File: src/logic/lsu_pkg.sv
// load/store unit shared definitions

package lsu_pkg;

  // data path widths
  localparam int LSU_XLEN   = 64;
  localparam int LSU_NBYTES = 8;
  localparam int LSU_OFF_W  = 3;   // byte offset within a word

  // width of the operation code field
  // named apart from the signed word code below, which is LSU_OP_W
  localparam int LSU_OPC_W  = 3;

  // operation codes
  localparam logic [LSU_OPC_W-1:0] LSU_OP_B    = 3'd0;  // signed byte
  localparam logic [LSU_OPC_W-1:0] LSU_OP_BU   = 3'd1;  // unsigned byte
  localparam logic [LSU_OPC_W-1:0] LSU_OP_H    = 3'd2;  // signed half
  localparam logic [LSU_OPC_W-1:0] LSU_OP_HU   = 3'd3;  // unsigned half
  localparam logic [LSU_OPC_W-1:0] LSU_OP_W    = 3'd4;  // signed word
  localparam logic [LSU_OPC_W-1:0] LSU_OP_WU   = 3'd5;  // unsigned word
  localparam logic [LSU_OPC_W-1:0] LSU_OP_D    = 3'd6;  // doubleword
  localparam logic [LSU_OPC_W-1:0] LSU_OP_NONE = 3'd7;  // no access

  // local data memory
  localparam int LSU_RAM_WORDS = 256;
  localparam int LSU_IDX_W     = 8;   // word index, address bits 10:3

  // lane patterns at offset zero, one per access size
  localparam logic [LSU_NBYTES-1:0] LSU_LANES_B = 8'h01;
  localparam logic [LSU_NBYTES-1:0] LSU_LANES_H = 8'h03;
  localparam logic [LSU_NBYTES-1:0] LSU_LANES_W = 8'h0f;
  localparam logic [LSU_NBYTES-1:0] LSU_LANES_D = 8'hff;

endpackage

File: src/logic/lsu_resp_stage.sv
// load response stage

`timescale 1ns/1ps

module lsu_resp_stage (
  input  logic                            i_clk,
  input  logic                            i_arst_n,
  input  logic                            i_ld_valid,
  input  logic                            i_mis,
  input  logic [lsu_pkg::LSU_XLEN-1:0]    i_rdata,
  input  logic [lsu_pkg::LSU_OFF_W-1:0]   i_off,
  input  logic [lsu_pkg::LSU_OPC_W-1:0]   i_op,
  output logic [lsu_pkg::LSU_XLEN-1:0]    o_rdata,
  output logic                            o_rd_valid,
  output logic                            o_misaligned
);

  logic [lsu_pkg::LSU_XLEN-1:0] shifted;
  logic [lsu_pkg::LSU_XLEN-1:0] ext;

  // addressed bytes down to bit 0
  assign shifted = i_rdata >> {i_off, 3'b000};

  always_comb begin
    case (i_op)
      lsu_pkg::LSU_OP_B: begin
        ext = {{56{shifted[7]}}, shifted[7:0]};
      end
      lsu_pkg::LSU_OP_BU: begin
        ext = {56'd0, shifted[7:0]};
      end
      lsu_pkg::LSU_OP_H: begin
        ext = {{48{shifted[15]}}, shifted[15:0]};
      end
      lsu_pkg::LSU_OP_HU: begin
        ext = {48'd0, shifted[15:0]};
      end
      lsu_pkg::LSU_OP_W: begin
        ext = {{32{shifted[31]}}, shifted[31:0]};
      end
      lsu_pkg::LSU_OP_WU: begin
        ext = {32'd0, shifted[31:0]};
      end
      lsu_pkg::LSU_OP_D: begin
        ext = shifted;
      end
      default: begin
        ext = '0;
      end
    endcase
  end

  always_ff @(posedge i_clk or negedge i_arst_n) begin
    if (!i_arst_n) begin
      o_rdata      <= '0;
      o_rd_valid   <= 1'b0;
      o_misaligned <= 1'b0;
    end else begin
      o_rd_valid   <= i_ld_valid;
      o_misaligned <= i_mis;
      if (i_ld_valid) begin
        o_rdata <= i_mis ? '0 : ext;  // ram word is stale on a misaligned load
      end
    end
  end

endmodule

File: config.mk
export PLATFORM = sky130hd
export DESIGN_NAME = lsu_resp_stage
export DESIGN_NICKNAME = d
export VERILOG_FILES = /design/src/logic/lsu_pkg.sv /design/src/logic/lsu_resp_stage.sv
export SDC_FILE = /design/constraint.sdc
export NUM_CORES = 1
export LEC_CHECK = 0
export BUFFER_PORTS_ARGS = -buffer_cell sky130_fd_sc_hd__clkbuf_2
export CAP_MARGIN = 20
export CORE_MARGIN = 5
export CORE_UTILIZATION = 40
export CTS_BUF_LIST = sky130_fd_sc_hd__clkbuf_8 sky130_fd_sc_hd__clkbuf_16
export DETAILED_ROUTE_END_ITERATION = 8
export PLACE_DENSITY_LB_ADDON = 0.3
export SYNTH_ARGS = -nofsm -noshare
export SYNTH_HDL_FRONTEND = slang
export SYNTH_SLANG_ARGS = --single-unit
File: constraint.sdc
create_clock -name i_clk -period 0.8 [get_ports i_clk]
set_input_delay 0.04 -clock i_clk [delete_from_list [all_inputs] [get_ports i_clk]]
set_output_delay 0.04 -clock i_clk [all_outputs]
set_load 0.1 [all_outputs]
After elaboration in Yosys (flattened, before gate mapping)
Index checks and enable logic that the tools add are counted.
{ "classes": {"n_eq_ne": 6, "shifts": 1, "n_mux": 2, "reduce_logical": 1} }
{ "ops": {"columns": ["op", "count"], "rows": [
  ["$pmux 64 s7", 1],
  ["$mux 64", 1],
  ["$shr 64x6->64", 1],
  ["$eq 3x3->1 const B", 3],
  ["$eq 3x2->1 const B", 2],
  ["$eq 3x1->1 const B", 1],
  ["$logic_not 3->1", 1]
]} }
{ "totals": {"regBits": 66, "output_inout_bits": 66, "elab_cells": 13} }

Logic depth before layout (Yosys ltp)
Gate-level depths: netlist (run 1).
{ "depth": {"word_depth": 3, "mapped_depth": 8, "depth_no_buf": 5} }

Worst setup path before layout (run 1)
OpenSTA, ideal clock, no wires.
{ "synth_path": {"path_type": "input -> register", "startpoint": "in i_off[0] (netlist name)", "endpoint": "reg o_rdata[50] (netlist name)", "arrival_time_ns": 1.618, "required_ns": 0.670, "slack_ns": -0.948, "stages": 7, "n_path_buf": 2, "cell_sequence": "buf_6 -> mux2_2 -> mux4_2 -> nor4b_4 -> nor3b_4 -> buf_6 -> a31oi_2"} }
{ "synth_between": {"elab_chain_cells": 3} }
{ "synth_lines": {"columns": ["element", "line", "text"], "rows": [
  ["start, declared", "lsu_resp_stage.sv:11", "input logic [lsu_pkg::LSU_OFF_W-1:0] i_off,"],
  ["$shr 64x6->64", "lsu_resp_stage.sv:22", "assign shifted = i_rdata >> {i_off, 3'b000};"],
  ["$pmux 64 s7", "lsu_resp_stage.sv:25", "case (i_op)"],
  ["$mux 64", "lsu_resp_stage.sv:62", "o_rdata <= i_mis ? '0 : ext;"],
  ["end signal, assigned", "lsu_resp_stage.sv:62", null],
  ["end, declared", "lsu_resp_stage.sv:13", "output logic [lsu_pkg::LSU_XLEN-1:0] o_rdata,"]
]} }
Every way passes these cells.
A chain may end at the register's enable or synchronous reset.

Worst setup path in the final report (run 1)
{ "layout_path": {"startpoint": "in i_off[0] (netlist name)", "endpoint": "reg o_rdata[55] (netlist name)"} }
The elaborated chain is that of the path after synthesis.

==> summary.md, run 1 <==
| Metric | Value |
|---|---|
| Post-synthesis sequential area ratio | 36.8% |
| Placement row count | 38 |
| DR vias | 5282 |
| Post-DRT Antenna Nets | 0 |
| Most used cell, CP | buf_12 |
| Most frequent cell after synthesis | dfrtp_1 |
| Critical path depth in cells | 7 |
| CP endpoint kind | flip-flop |
| Post-Route Skew | 0 ns |
| Status | finished, violations left |
| Total iterations of the first detailed-routing run | 5 |
| PD cells | roughly 1600 nW/um^2 |
| Slew headroom | 68.9% |
| Period utilization | 186% |
| Violated checks | setup timing |
| Vias per cell | a little under 6 |
| Tmin final | 1.49 ns |
| Worst hold slack | around 0.13 ns |
| Critical path class | in2reg |
| Post-Synthesis Cells | 500 |
| Final worst setup slack | -0.688 ns |
| Starting Density | between 40% and 50% |
| Warnings from Yosys | 0 |
| Die Height | 116 um |
| M1 GR Usage | 35.9% |
| Initial antenna violation count | 0 |
| GRT Total Usage | 28.0% |
| Cts bufs inserted | 9 |
| Crit path largest cell delay | around 0.52 ns |
| Setup TNS | -48.62 ns |
| # setup viols final | 130 |
| Final GP Congestion | approximately 1 |
| # port buffers | approximately 140 |
| Fmax | approximately 0.67 GHz |
| CTS root buf | clkbuf_16 |
| Die width | 116 um |
| Layout cell share with drive strength beyond 1 | a little under two thirds |
| Place WS | -1.00 ns |
| Clock Latency Late Sink | 0.33 ns |
| CP Launch Type | input pin |
| Fin cells | just over 900 |
| Total grt overflow | 0 |
| Worst Hold Class | in2reg |
| Post-synth EDFFs | 0 |
| WP buf/inv | 2 |
| Top Ports | 140 |
| Synth Cell Area | between 4000 and 5000 um^2 |
| Critical-path cell list | buf_12 -> mux2_4 -> mux4_2 -> nor4b_4 -> nor3b_4 -> buf_12 -> a31oi_1 |
| Die Area | 13400 um^2 |
| Yosys cell types | 45 |
| Met3 Use GR | between 5 and 6% |
| Hpwl dp | about 13000 um |
| Number of synthesized register bits | 66 |
| Post-synth top flop | dfrtp_1 |
| DRT iter0 DRCs | 411 |
| Residual DRC count | 0 |
| Core Box Area | about 11000 um^2 |
| First-pass GRT wire length | a little under 30000 um |
| R2r worst-path depth | 3 |
| Hold Fails Final Rpt | 0 |
| Routed wire per std cell | 21.4 um |
| CP top delay family | multiplexers |
| Final #Nets | 839 |
| Max cap viols | 0 |
| CTS tree | built |
| Inst Count DP | approximately 870 |
| Final WL | ~20000 um |
| CP max FO | 16 |
| Post-synth top cells | dfrtp_1 (66), mux2i_1 (52), nand2_1 (50) |
| Number of inserted diodes | 0 |
| Largest cells by area after synthesis | dfrtp_1 (37%), mux2i_1 (12%), mux2_2 (4.5%), nand2_1 (4.2%), nor2b_1 (4.2%) |
| Clock Sinks | between 60 and 70 |
| Syn Nets | around 570 |
| Fin. max-slew vios | 0 |
| Worst VDD drop | 1.21 mV |
| Slowest stage cell, crit path | mux4_2 |
| Hold path depth | 2 |
| Layout Utilization | 80.2% |
| WP data required | 1.00 ns |
| Pin count of the biggest net entering global routing | 67 |
| RSZ-0062 raised after global routing | true |
| Transition time of the tightest slew-check pin | around 0.46 ns |
| Number of H-tree levels | 3 |
| Static leakage | 0.00375 uW |
| Met2 Use GR | 47.4% |
| Area leader, netlist | dfrtp_1 |
| Busiest layer in global routing | met2 |
| Clock Tree Buf Depth | 2 |
| Area grow syn2layout | 95.3% |
| Mapped Avg Cell Area | about 9 um^2 |
| Ys async rst share | 100% |
| Top-area cell type share of the netlist area | between 30% and 40% |
| Arr. time, crit path | around 1.7 ns |
| Reg clk slew, reported paths | roughly 0.05 ns |
| Number of global-route vias before repair | between 5k and 6k |
==> final cells by class <==
class	count	area, um^2
Clock inverter	5	52.6
Inverter	18	67.6
Sequential cell	66	1730
Timing Repair Buffer	296	3200
Clock buffer	11	253
Tap cell	140	175
Fill cell	659	2170
Multi-Input combinational cell	374	3290
==> cell families after synthesis <==
| kind of cell | count (synthesis) | synth area share, % |
|---|---|---|
| buffers and inverters | 60 | 6.02 |
| flip-flops | 66 | 36.8 |
| multiplexers | 72 | 17.1 |
| AND/OR/NAND/NOR | 146 | 16.4 |
| AO/OA/AOI/OAI | 156 | 23.7 |
==> final timing paths <==
path | startpoint | endpoint | slack [ns]
setup / recovery | i_off[0] | o_rdata[55] | -0.69
max in group asynchronous | i_arst_n | o_rdata[35] | 0.21
setup reg to reg | o_rdata[63] | o_rdata[63] | -0.31
hold reg to reg | o_rdata[1] | o_rdata[1] | 0.53
hold / removal | i_ld_valid | o_rd_valid | 0.13
min in group asynchronous | i_arst_n | o_rdata[15] | 0.27
==> routing by layer <==
| metal | routed length (um) | part of all wire, % |
|---|---|---|
| met5 | 0 | 0 |
| met4 | 752 | 3.9 |
| met3 | 1500 | 7.7 |
| met2 | 9550 | 49 |
| met1 | 7710 | 40 |
==> per-stage QoR <==
| stage | total power [uW] | instance area [um^2] |
|---|---|---|
| detailed placement | 8850 | 7380 |
| CTS | 13300 | 8410 |
| finish | 13700 | 8770 |
| global placement | 8780 | 7380 |
| floorplan | 6610 | 4710 |
| global route | 14100 | 8770 |
==> sequential cells by signal (all words and copies together), names as in the netlist <==
register,flops
o_rdata,64
o_rd_valid,1
o_misaligned,1
==> where the power goes <==
group          switching (uW)  internal [uW]  total, uW
clock                    1500           2570       4070
sequential                233           3590       3830
combinational            3360           2390       5750
total                    5100           8550      13700
==> placed cells by master (no fill, tap or decap), types with 13 or more instances in the layout <==
master	count
mux2i_2	13
buf_6	43
o221ai_2	14
buf_4	98
dfrtp_2	66
clkbuf_2	72
nand2_1	43
inv_1	17
buf_12	77
a31oi_4	14
nor2_1	30
a21oi_1	33
mux2i_1	28
nor2b_1	28
a31oi_1	14
==> repair_timing <==
item                                    CTS  global route
hold buffers                              2             0
endpoints found under the setup margin  130           130
setup buffers                            29             4
resized for setup                       107            94
hold endpoints to repair                 67             0
pin swaps                                12            27
cloned                                    3             0
Note: power is estimated with default switching activity, not from simulation.
==> run 2, diff against run 1 <==
Clock period 0.8 ns to 1.3 ns, I/O delays scaled along.
==> run 2 against run 1 <==
Compared with the run above: the flow still finishes with violations (setup timing); combinational power down 54%; worst setup slack improved by 0.53 ns; clock power down 39%; sequential power down 41%; non-clock buffer count decreased by 73; final cell count down 8.0%; utilization shrank 20 points; largest cell class unchanged; highest routed layer unchanged.
==> summary.md, run 2 (synthesis results as in run 1) <==
| Metric | Value |
|---|---|
| Status | finished, violations left |
| Violated checks | setup timing |
| Fin. max-slew vios | 0 (unchanged) |
| RSZ-0062 raised after global routing | true |
| Slew headroom | 61.0% (-7.9 points) |
| Commonest non-fill, non-tap cell in the layout | buf_4 |
| CTS tree | built |
| Die Area | 13400 um^2 (unchanged) |
| Cts bufs inserted | 9 (unchanged) |
| Fin cells | 837 (-8.0%) |
| Post-Route Skew | 0 ns (unchanged) |
| Reg2reg setup slack | 0.33 ns (+0.64 ns) |
| Power, Total | 7420 uW (-46%) |
| Die width | 116 um (unchanged) |
| Routed wire per std cell | 20.2 um (-5.8%) |
| Fmax | around 0.69 GHz |
| Period utilization | 112% |
| Residual DRC count | 0 (unchanged) |
| Tmin final | about 1.5 ns |
| Static leakage | 0.00316 uW (-16%) |
| Vias per cell | 5.74 (-1.2%) |
| Reg clk slew, reported paths | 0.06 ns (about the same) |
| Placed inst area | 6040 um^2 (-18%) |
| Transition time of the tightest slew-check pin | 0.585 ns (+0.120 ns) |
| R2r worst-path depth | 3 (unchanged) |
| Max reg flops | 64 (unchanged) |
| Initial antenna violation count | 0 (unchanged) |
| # setup viols final | 47 (-64%) |
| Worst Hold Class | in2reg |
| CTS root buf | clkbuf_16 |
| Placement row count | 38 (unchanged) |
| Area grow syn2layout | 45.6% |
| Inst Count DP | 816 (-5.7%) |
| Clock Latency Late Sink | 0.34 ns (about the same) |
| Clock Tree Buf Depth | 2 (unchanged) |
| CP Launch Type | input pin |
| GRT Total Usage | 25.3% (-2.7 points) |
| PD cells | 1130 nW/um^2 (-27%) |
| Arr. time, crit path | 1.66 ns (-0.03 ns) |
| # port buffers | 139 (unchanged) |
| Clock Sinks | 66 (unchanged) |
| Total grt overflow | 0 (unchanged) |
| Hold_sp | i_rdata[58] |
| WP data required | 1.50 ns (+0.50 ns) |
| Final instance area | 6540 um^2 (-25%) |
| CP endpoint kind | flip-flop |
| Top Ports | 140 (unchanged) |
| Hold Fails Final Rpt | 0 (unchanged) |
| Layout cell share with drive strength beyond 1 | 42.2% (-22 points) |
| Number of inserted diodes | 0 (unchanged) |
| Number of global-route vias before repair | 4825 (-9.6%) |
| Pin count of the biggest net entering global routing | 67 (unchanged) |
| Critical path class | in2reg |
| Most flop-heavy register | o_rdata |
| DRT iter0 DRCs | 401 (-2.4%) |
| Starting Density | 41.1% (unchanged) |
| Final #Nets | 766 (-8.7%) |
| Reg-to-Reg Start | o_rdata[59] |
| First-pass GRT wire length | 26100 um (-9.6%) |
| Hold path depth | 3 (+1) |
| Number of H-tree levels | 3 (unchanged) |
| Hold Path Sink | o_rdata[58] |
| Final worst setup slack | -0.157 ns (+0.532 ns) |
| DR vias | 4801 (-9.1%) |
| CP max FO | 7 (-9) |
| Final WL | 16900 um (-13%) |
| Core Box Area | 10900 um^2 (unchanged) |
| Final GP Congestion | 0.907 (-7.8%) |
| Post-DRT Antenna Nets | 0 (unchanged) |
| Most frequent cells in the layout | buf_4 (133), clkbuf_2 (73), dfrtp_1 (66) |
| Place WS | -0.565 ns (+0.436 ns) |
| Largest regs | o_rdata: 64 flops, o_misaligned: 1 flops, o_rd_valid: 1 flops |
| Die Height | 116 um (unchanged) |
| Hpwl dp | 12800 um (-3.4%) |
| Worst VDD drop | 0.710 mV (-41%) |
| RR Endpoint | o_rdata[59] |
| Max cap viols | 0 (unchanged) |
| Total iterations of the first detailed-routing run | 5 (unchanged) |
-- run 2: cell types whose count changed in the layout (fill, tap and decap cells not counted), sizes merged --
cell,previous run,this run
buf,222,146
clkbuf,83,84
clkinv,4,5
inv,17,18
-- run 2: repair_timing --
item / 4_1_cts / 5_1_grt
setup buffers: 1 / 3
hold buffers: 2 / 0
resized for setup: 21 / 14
endpoints found under the setup margin: 55 / 55
pin swaps: 1 / 3
hold endpoints to repair: 67 / 0
gates cloned: 1 / 0
-- run 2: worst max path at each step --
stage	to	slack [ns]	cells after the start	startpoint
after floorplan	o_rdata[50]	-0.46	7	i_off[0]
after global placement	o_rdata[20]	-0.51	7	i_off[0]
after detailed placement	o_rdata[20]	-0.57	7	i_off[0]
after CTS	o_rdata[19]	-0.19	7	i_off[0]
after global routing	o_rdata[49]	-0.21	8	i_off[0]
final	o_rdata[30]	-0.16	7	i_off[0]
-- run 2: metrics by stage --
step	hold slack [ns]	TNS [ns]	utilization (%)
floorplan	-0.231	-17.35	-
global placement	0.110	-25.98	55.2
detailed placement	0.119	-28.48	55.2
CTS	0.0927	-4.40	59.3
global route	0.131	-6.52	59.8
finish	0.103	-4.15	59.8
-- run 2: report_power, final --
part | internal [uW] | switching [uW]
clock network | 1500 | 1000
registers | 2190 | 81.9
logic | 831 | 1820
-- run 2: area by class of cell --
type,instances,area (um^2)
Clock inverter,7,77.6
Inverter,18,67.6
Timing Repair Buffer,223,1610
Multi-Input combinational cell,374,2730
Tap cell,140,175
Sequential cell,66,1650
Fill cell,939,4400
Clock buffer,9,225
-- run 2: metal layers --
metal | track usage, % | up-vias | share of wire (%)
met2 | 41.1 | 231 | 47
li1 | - | 2208 | -
met3 | 4.13 | 34 | 8.3
met4 | 9.28 | 0 | 3.0
met5 | 0 | - | 0
met1 | 34.0 | 2328 | 42
-- run 2: critical path: stages --
cell	delay (ns)
buf_12	0.11
mux2_4	0.29
mux4_2	0.48
nor4b_4	0.17
o21ai_4	0.24
clkbuf_16	0.21
o221ai_2	0.08
