--- config.mk ---
export PLATFORM = sky130hd
export DESIGN_NAME = lsu_req_stage
export DESIGN_NICKNAME = d
export VERILOG_FILES = /design/src/logic/lsu_pkg.sv /design/src/logic/lsu_req_stage.sv
export SDC_FILE = /design/constraint.sdc
export NUM_CORES = 1
export LEC_CHECK = 0
export BUFFER_PORTS_ARGS = -buffer_cell sky130_fd_sc_hd__buf_2
export CAP_MARGIN = 30
export CORE_MARGIN = 1.5
export CORE_UTILIZATION = 40
export DETAILED_ROUTE_END_ITERATION = 6
export PLACE_DENSITY = 0.76
export SYNTH_ARGS = -nofsm -noshare
export SYNTH_HDL_FRONTEND = slang
export SYNTH_SLANG_ARGS = --single-unit
--- constraint.sdc ---
create_clock -name i_clk -period 0.8 [get_ports i_clk]
set_clock_uncertainty 0.15 [all_clocks]
set_input_delay 0.04 -clock i_clk [delete_from_list [all_inputs] [get_ports i_clk]]
set_output_delay 0.04 -clock i_clk [all_outputs]
set_load 0.02 [all_outputs]
--- src/logic/lsu_pkg.sv ---
// load/store unit shared definitions

package lsu_pkg;

  // data path widths
  localparam int LSU_XLEN   = 64;
  localparam int LSU_NBYTES = 8;
  localparam int LSU_OFF_W  = 3;   // byte offset within a word

  // width of the operation code field
  // named apart from the signed word code below, which is LSU_OP_W
  localparam int LSU_OPC_W  = 3;

  // operation codes
  localparam logic [LSU_OPC_W-1:0] LSU_OP_B    = 3'd0;  // signed byte
  localparam logic [LSU_OPC_W-1:0] LSU_OP_BU   = 3'd1;  // unsigned byte
  localparam logic [LSU_OPC_W-1:0] LSU_OP_H    = 3'd2;  // signed half
  localparam logic [LSU_OPC_W-1:0] LSU_OP_HU   = 3'd3;  // unsigned half
  localparam logic [LSU_OPC_W-1:0] LSU_OP_W    = 3'd4;  // signed word
  localparam logic [LSU_OPC_W-1:0] LSU_OP_WU   = 3'd5;  // unsigned word
  localparam logic [LSU_OPC_W-1:0] LSU_OP_D    = 3'd6;  // doubleword
  localparam logic [LSU_OPC_W-1:0] LSU_OP_NONE = 3'd7;  // no access

  // local data memory
  localparam int LSU_RAM_WORDS = 256;
  localparam int LSU_IDX_W     = 8;   // word index, address bits 10:3

  // lane patterns at offset zero, one per access size
  localparam logic [LSU_NBYTES-1:0] LSU_LANES_B = 8'h01;
  localparam logic [LSU_NBYTES-1:0] LSU_LANES_H = 8'h03;
  localparam logic [LSU_NBYTES-1:0] LSU_LANES_W = 8'h0f;
  localparam logic [LSU_NBYTES-1:0] LSU_LANES_D = 8'hff;

endpackage

--- src/logic/lsu_req_stage.sv ---
// load/store request stage

`timescale 1ns/1ps

module lsu_req_stage (
  input  logic                            i_clk,
  input  logic                            i_arst_n,
  input  logic                            i_rd_en,
  input  logic                            i_wr_en,
  input  logic [lsu_pkg::LSU_OPC_W-1:0]   i_mem_op,
  input  logic [lsu_pkg::LSU_XLEN-1:0]    i_addr,
  input  logic [lsu_pkg::LSU_XLEN-1:0]    i_wdata,
  output logic                            o_wr_en,
  output logic                            o_rd_en,
  output logic                            o_ld_valid,
  output logic                            o_mis,
  output logic [lsu_pkg::LSU_IDX_W-1:0]   o_idx,
  output logic [lsu_pkg::LSU_NBYTES-1:0]  o_wmask,
  output logic [lsu_pkg::LSU_XLEN-1:0]    o_wdata,
  output logic [lsu_pkg::LSU_OFF_W-1:0]   o_off,
  output logic [lsu_pkg::LSU_OPC_W-1:0]   o_op
);

  logic [lsu_pkg::LSU_OFF_W-1:0]  off;
  logic [lsu_pkg::LSU_NBYTES-1:0] lanes;
  logic [lsu_pkg::LSU_OFF_W-1:0]  align_bits;  // offset bits that must be zero
  logic                           req_valid;
  logic                           mis;

  assign off       = i_addr[lsu_pkg::LSU_OFF_W-1:0];
  assign req_valid = (i_rd_en ^ i_wr_en) && (i_mem_op != lsu_pkg::LSU_OP_NONE);

  // access size from the op code
  always_comb begin
    case (i_mem_op)
      lsu_pkg::LSU_OP_B, lsu_pkg::LSU_OP_BU: begin
        lanes      = lsu_pkg::LSU_LANES_B;
        align_bits = 3'b000;
      end
      lsu_pkg::LSU_OP_H, lsu_pkg::LSU_OP_HU: begin
        lanes      = lsu_pkg::LSU_LANES_H;
        align_bits = 3'b001;
      end
      lsu_pkg::LSU_OP_W, lsu_pkg::LSU_OP_WU: begin
        lanes      = lsu_pkg::LSU_LANES_W;
        align_bits = 3'b011;
      end
      lsu_pkg::LSU_OP_D: begin
        lanes      = lsu_pkg::LSU_LANES_D;
        align_bits = 3'b111;
      end
      default: begin
        lanes      = '0;
        align_bits = 3'b000;
      end
    endcase
  end

  assign mis = |(off & align_bits);

  // control, cleared by reset
  always_ff @(posedge i_clk or negedge i_arst_n) begin
    if (!i_arst_n) begin
      o_wr_en    <= 1'b0;
      o_rd_en    <= 1'b0;
      o_ld_valid <= 1'b0;
      o_mis      <= 1'b0;
    end else begin
      o_wr_en    <= req_valid && i_wr_en && !mis;  // only aligned stores reach the ram
      o_rd_en    <= req_valid && i_rd_en && !mis;
      o_ld_valid <= req_valid && i_rd_en;
      o_mis      <= req_valid && mis;
    end
  end

  // payload
  always_ff @(posedge i_clk) begin
    o_idx   <= i_addr[lsu_pkg::LSU_OFF_W +: lsu_pkg::LSU_IDX_W];
    o_wmask <= lanes << off;
    o_wdata <= i_wdata << {off, 3'b000};  // low bytes moved to their lanes
    o_off   <= off;
    o_op    <= i_mem_op;
  end

  a_one_enable: assert property (@(posedge i_clk) disable iff (!i_arst_n)
    !(i_rd_en && i_wr_en));

endmodule

# [Yosys cells after proc, flatten, opt, wreduce, memory -nomap -nowiden]
# Cells that the tools add are included.
[classes] muxes=2 bitwise=2 reduce_logical=12 shifts=2 n_eq_ne=7
[ops] operator="$shl A64 B6 Y64" n=1
[ops] operator="$pmux W8 S4" n=1
[ops] operator="$eq A3 B3 Y1 const B" n=3
[ops] operator="$pmux W3 S3" n=1
[ops] operator="$shl A8 B3 Y8" n=1
[ops] operator="$eq A3 B2 Y1 const B" n=2
[ops] operator="$logic_and A1 B1 Y1" n=6
[ops] operator="$reduce_or A2 Y1" n=3
[ops] operator="$and A3 B3 Y3" n=1
[ops] operator="$eq A3 B1 Y1 const B" n=1
[ops] operator="$logic_not A3 Y1" n=1
[ops] operator="$ne A3 B3 Y1 const B" n=1
[ops] operator="$reduce_or A3 Y1" n=1
[ops] operator="$logic_not A1 Y1" n=1
[ops] operator="$xor A1 B1 Y1" n=1
[totals] inputBits=135 word_cells=34 ff_bits=90

# [Longest topological paths before layout]
# Gate-level depths: netlist of run 1.
[logic_depth] ltp_word=7 ltp_mapped=7

# [Least setup slack after synthesis of run 1]
# Ideal clock, no wire load.
[synth_path] kind="input to register" startpoint="input i_addr[0] (netlist bit)" endpoint="register o_wdata[63] (netlist bit)" slack_ps=-440 path_buffers=2 setup_ps=128 arrival_ps=962 cell_stages=5 cell_sequence="buf_6 > buf_8 > mux4_2 > nand2_1 > o221ai_2"
[synth_between] elab_chain_cells=1
[synth_rtl] element="start, declared" line="lsu_req_stage.sv:11" rtl="input logic [lsu_pkg::LSU_XLEN-1:0] i_addr,"
[synth_rtl] element="$shl A64 B6 Y64" line="lsu_req_stage.sv:80" rtl="o_wdata <= i_wdata << {off, 3'b000};"
[synth_rtl] element="end signal, assigned" line="lsu_req_stage.sv:80"
[synth_rtl] element="end, declared" line="lsu_req_stage.sv:19" rtl="output logic [lsu_pkg::LSU_XLEN-1:0] o_wdata,"
# No other way between the ends.

# [Final worst setup path of run 1]
[layout_path] startpoint="register o_mis" endpoint="output o_mis"
[layout_lines] element="start, declared" line="lsu_req_stage.sv:16" rtl="output logic o_mis,"
[layout_lines] element="start signal, assigned" line="lsu_req_stage.sv:72" rtl="o_mis <= req_valid && mis;"
# No word-level cell between the ends.

==> results of run 1 <==
cells by family after synthesis:
| kind of cell | count (synthesis) | share of synthesized area, % |
|---|---|---|
| AO/OA/AOI/OAI | 87 | 15.6 |
| multiplexers | 74 | 21.1 |
| AND/OR/NAND/NOR | 79 | 10.9 |
| XOR/XNOR | 1 | 0.219 |
| buffers and inverters | 37 | 6.66 |
| flip-flops | 90 | 45.6 |
metal layers:
layer	global-route usage (%)	vias up	wire length, µm
met3	5.22	32	758
li1	-	1854	-
met5	0	-	0
met2	44.9	171	6980
met1	27.8	1907	5370
met4	12.7	0	390
Yosys cell counts (all sizes together):
cell     count
dfxtp       86
mux2i       64
o21ai       27
buf         25
nor2        19
nor2b       17
nand2       12
a211oi      11
clkbuf      11
and2         9
o21a         9
o22a         9
mux4         8
o221ai       8
a221oi       7
a2bb2oi      7
nand3b       7
dfrtp        4
and3         3
nor3         3
a21oi        2
a31oi        2
mux2         2
nand2b       2
nand3        2
o22ai        2
or2          2
a21o         1
inv          1
nor3b        1
nor4b        1
o2bb2ai      1
o311a        1
or3          1
xor2         1
through the flow:
| step | setup WS (ns) | area, µm² |
|---|---|---|
| after floorplan | -0.409 | 4120 |
| after global placement | -0.657 | 5490 |
| after detailed placement | -0.696 | 5490 |
| after CTS | -0.307 | 6770 |
| after global routing | -0.324 | 6920 |
| final | -0.291 | 6920 |
state kept, by name, summed over array words and instances, names as in the netlist:
signal	count
o_ld_valid	1
o_wdata	64
o_rd_en	1
o_off	3
o_idx	8
o_mis	1
o_wmask	8
o_wr_en	1
o_op	3
final cells by class:
cell class / instances / area (µm²) / area share [%]
clock buffers: 11 / 141 / 2.04
clock inverters: 5 / 30.0 / 0.434
inverters: 1 / 3.75 / 0.0543
multi-input cells: 241 / 2110 / 30.5
flip-flops and latches: 90 / 1930 / 27.9
well taps: 133 / 166 / 2.41
repair buffers: 278 / 2540 / 36.7
final timing paths:
| check | startpoint | to | slack [ns] | cells past startpoint |
|---|---|---|---|---|
| worst min-delay path | i_rd_en | o_wr_en | -0.28 | 2 |
| min in group asynchronous | i_arst_n | o_ld_valid | -0.16 | 2 |
| worst max-delay path | o_mis | o_mis | -0.29 | 1 |
| max in group asynchronous | i_arst_n | o_mis | 0.53 | 2 |
repair_timing:
item	4_1_cts	5_1_grt
endpoints found under the hold margin	86	72
gates cloned	4	2
setup endpoints to repair	161	109
hold buffers	14	2
buffers inserted	1	2
resized for setup	318	23
pin swaps	7	4
power groups by stage:
stage	Combinational [mW]	Sequential (mW)	Clock, mW
final	3.36	5.08	2.82
after global routing	3.55	5.10	3.11
after CTS	3.22	5.07	2.86
after detailed placement	2.55	5.02	0
after global placement	2.50	5.02	0
after floorplan	1.05	5.47	0
==> flow_summary_export.csv, run 1 <==
group,metric,value,unit
logic_synthesis,syn-num-nets,503,
timing,rsz0062_at_grt,"true",
logic_synthesis,ys_seq_area_share,45.6,%
detailed_routing,viasPerCell,5.22,
logic_synthesis,yosysWarnings,0,
logic_synthesis,synthTopCellsByArea,"dfxtp_1 (43%), mux2i_1 (16%), mux4_2 (4.5%)",
critical_path,crit_chain,"buf_6",
floorplan,initial_core_util,41.1,%
timing,setup_slack,-0.291,ns
power,internal-power,7.91,mW
hold_path,hp-class,"primary input to register",
logic_synthesis,synth_cell_type_count,40,
global_route,grt_pass1_wl,19.8,mm
clock_network,cts_root_buf,"clkbuf_8",
timing,tightest_slew,0.510,ns
place,place_hpwl,8.45,mm
place,portBuffers,171,
cells_and_area,final_nets,756,
floorplan,rows,36,
timing,hold_viol,74,
critical_path,startpoint_type,"register",
critical_path,cp-end-kind,"output port",
global_route,grtUsageTotal,25.0,%
power,power_switching,3.34,mW
detailed_routing,wl_per_cell,17.8,µm
detailed_routing,drcViolationCount,0,
place,gp_congestion,0.851,
global_route,grt_pass1_vias,4063,
logic_synthesis,syn-cell-area,4000,µm²
floorplan,die_area,10600,µm²
timing,fmax,916,MHz
power,p_total,11.3,mW
run,drv_cap,0,
logic_synthesis,synth_largest_area_cell,"dfxtp_1",
power,p_sw_share,29.7,%
power,clock_power_share,25.0,%
clock_network,tritoncts,"yes",
detailed_routing,drt_first_pass_iters,4,
detailed_routing,routed_wl,13.5,mm
clock_network,cts-buffers-inserted,9,
floorplan,die_x,103,µm
timing,period_share,136,%
detailed_routing,num_vias,3964,
timing,setup-tns-final,-19.34,ns
floorplan,die_y,103,µm
critical_path,cp.buffers_inverters,1,
critical_path,max_stage_delay,0.40,ns
power,peakVddDrop,0.880,mV
power,power_density,1630,nW/µm²
power,power_frac_comb,29.9,%
critical_path,crit_family,"flip-flops",
cells_and_area,layout_common_cells,"buf_6 (99), dfxtp_2 (86), buf_2 (78)",
cells_and_area,final_cells,759,
timing,slew_viol_final,0,
logic_synthesis,syn_inst,368,
timing,slew_headroom,66.0,%
critical_path,cp_slowest_cell,"dfrtp_1",
cells_and_area,layout-drive-gt1-share,66.1,%
logic_synthesis,syn_area_per_cell,10.9,µm²
floorplan,coreArea,9730,µm²
clock_network,htree_levels,3,
logic_synthesis,synth_seq_cells,90,
timing,fin_crit,1.09,ns
critical_path,cp.required,0.61,ns
cells_and_area,layout_commonest_cell,"buf_6",
clock_network,cts_sinks,90,
power,leakage,3.17,nW
critical_path,cp.arrival,0.90,ns
clock_network,cts_buffer_depth,2,
cells_and_area,syn_to_final_growth,72.9,%
clock_network,path_clk_slew,0.08,ns
cells_and_area,diodes,0,
critical_path,worstSetupPathType,"register to output port",
status,status,"finished, violations left",
timing,finalSetupViolCount,95,
timing,fin_hold_ws,-0.280,ns
power,seqPwrFrac,45.1,%
logic_synthesis,yosysTopAreaCellShare,43.1,%
status,violations,"negative hold slack, negative setup slack",
detailed_routing,ant_nets,0,
global_route,antenna_found_initial,0,
global_route,globalRouteOverflowTotal,0,
global_route,grt_max_degree,19,
detailed_routing,drt_iter0_markers,147,
critical_path,worstPathMaxFanout,1,
floorplan,io_pins,225,
place,dp_cells,720,
cells_and_area,fin_util,71.1,%
cells_and_area,num-fill-cells,697,
Power figures use the tool's default switching activity.
==> run 2, diff against run 1 <==
--- a/config.mk
+++ b/config.mk
@@ -11,6 +11,7 @@
 export CORE_UTILIZATION = 40
 export DETAILED_ROUTE_END_ITERATION = 6
 export PLACE_DENSITY = 0.76
+export REMOVE_ABC_BUFFERS = 1
 export SYNTH_ARGS = -nofsm -noshare
 export SYNTH_HDL_FRONTEND = slang
 export SYNTH_SLANG_ARGS = --single-unit
==> run 2 against run 1 <==
The run still ends with negative hold slack, negative setup slack left. Global-route usage is 0.94 points higher. Worst setup slack worse by 0.0054 ns. Routed wire length is 7.7% higher. Clock power is 12% higher. Critical endpoint is now o_op[1]. Largest cell class unchanged. Largest power group unchanged.
==> flow_summary_export.csv, run 2 (same netlist as run 1, synthesis figures left out) <==
group,metric,value,unit
global_route,grtUsageTotal,25.9,%
hold_path,hp-class,"primary input to register",
timing,slew_viol_final,0,
detailed_routing,met1_length,5.49,mm
status,violations,"negative hold slack, negative setup slack",
detailed_routing,drt_iter0_markers,215,
timing,slew_headroom,74.4,%
floorplan,rows,36,
detailed_routing,routed_wl,14.5,mm
cells_and_area,diodes,0,
global_route,grt_max_degree,25,
timing,hold_viol,60,
floorplan,die_area,10600,µm²
cells_and_area,layout-drive-gt1-share,67.7,%
critical_path,max_stage_delay,0.40,ns
place,gp_congestion,0.887,
critical_path,cp.required,0.61,ns
floorplan,coreArea,9730,µm²
detailed_routing,route.met3.wl,1.02,mm
global_route,grt_pass1_vias,4102,
timing,period_share,137,%
clock_network,tritoncts,"yes",
clock_network,cts_buffer_depth,2,
timing,fin_hold_ws,-0.278,ns
detailed_routing,maxUsedRoutingLayer,"met4",
critical_path,crit_family,"flip-flops",
critical_path,crit_chain,"buf_6",
global_route,grt_pass1_wl,20.6,mm
timing,fmax,912,MHz
detailed_routing,num_vias,4061,
run,drv_cap,0,
cells_and_area,largest_register_ffs,64,
place,portBuffers,171,
power,p_sw_share,30.6,%
critical_path,cp_slowest_cell,"dfxtp_2",
clock_network,cts_root_buf,"clkbuf_8",
global_route,antenna_found_initial,0,
cells_and_area,final_cell_area,7120,µm²
power,p_total,11.8,mW
status,status,"finished, violations left",
power,clock_power_share,27.0,%
power,power_switching,3.61,mW
timing,finalSetupViolCount,98,
place,place_hpwl,8.68,mm
floorplan,die_y,103,µm
cells_and_area,reg.largest.list,"o_wdata: 64 flops, o_idx: 8 flops, o_wmask: 8 flops",
cells_and_area,largest-register,"o_wdata",
power,power_density,1650,nW/µm²
detailed_routing,viasPerCell,5.27,
detailed_routing,ant_nets,0,
cells_and_area,fin_util,73.2,%
critical_path,cp.arrival,0.91,ns
clock_network,cts_sinks,90,
floorplan,initial_core_util,41.1,%
global_route,globalRouteOverflowTotal,0,
critical_path,cp-end-kind,"output port",
power,seqPwrFrac,43.2,%
timing,setup_slack,-0.296,ns
power,peakVddDrop,1.14,mV
timing,tightest_slew,0.383,ns
critical_path,startpoint_type,"register",
critical_path,cp.buffers_inverters,1,
critical_path,worstSetupPathType,"register to output port",
detailed_routing,drt_first_pass_iters,5,
critical_path,worstPathMaxFanout,1,
floorplan,io_pins,225,
timing,fin_crit,1.10,ns
detailed_routing,drcViolationCount,0,
place,dpl_cell_area,5450,µm²
clock_network,htree_levels,3,
clock_network,cts-buffers-inserted,9,
power,power_frac_comb,29.8,%
cells_and_area,syn_to_final_growth,78.0,%
power,internal-power,8.16,mW
cells_and_area,final_nets,768,
detailed_routing,dr_wl_met2,7.56,mm
cells_and_area,layout_commonest_cell,"buf_6",
detailed_routing,wl_per_cell,18.9,µm
power,leakage,3.25,nW
cells_and_area,layout_common_cells,"buf_6 (103), dfxtp_2 (86), buf_4 (78), buf_2 (78), mux2i_1 (53)",
floorplan,die_x,103,µm
clock_network,path_clk_slew,0.11,ns
timing,rsz0062_at_grt,"true",
## run 2: cell count changes in the layout (fill, tap and decap cells not counted), moves of 3 or more
cell,before,now
mux2i_2,7,10
a211oi_2,7,3
a221oi_2,2,5
buf_4,69,78
a211oi_1,3,7
mux2i_1,57,53
o21ai_0,15,23
clkinv_2,3,0
buf_6,99,103
a221oi_1,5,2
o21ai_1,11,4
## run 2: layer usage
metal | vias up | global-route usage [%]
met4 | 0 | 11.2
met3 | 38 | 6.31
li1 | 1881 | -
met1 | 1932 | 29.5
met2 | 210 | 46.1
met5 | - | 0
## run 2: worst paths after layout
check | from | to | depth (start not counted)
max in group asynchronous | i_arst_n | o_wr_en | 2
setup / recovery | o_op[1] | o_op[1] | 1
min in group asynchronous | i_arst_n | o_rd_en | 2
hold / removal | i_rd_en | o_wr_en | 2
## run 2: through the flow
step                setup WS (ns)  TNS (ns)  std cells  hold slack, ns
floorplan                  -0.319     -8.90        332          -0.406
global placement           -0.604    -37.04        725          -0.307
detailed placement         -0.721    -39.49        725          -0.306
CTS                        -0.283    -19.74        758          -0.306
global route               -0.341    -22.50        771          -0.291
finish                     -0.296    -19.25        771          -0.278
## run 2: power groups by stage
stage | Combinational (mW) | Clock, mW | Sequential [mW]
floorplan | 0.714 | 0 | 5.47
global placement | 2.49 | 0 | 5.01
detailed placement | 2.54 | 0 | 5.02
CTS | 3.19 | 3.14 | 5.07
global route | 3.70 | 3.44 | 5.12
finish | 3.51 | 3.17 | 5.09
## run 2: final cells by class
class	instances	area, µm²
fill	661	2610
clock buffer	11	153
timing repair buffer	290	2660
clock inverter	5	45.0
inverter	1	3.75
multi-input combinational	241	2160
sequential	90	1930
tap	133	166
## run 2: timing repair
item,CTS,global route
hold buffers,13,1
buffers inserted,1,10
resized for setup,317,51
cloned,3,3
hold endpoints to repair,79,60
setup endpoints to repair,164,122
pin swaps,5,10
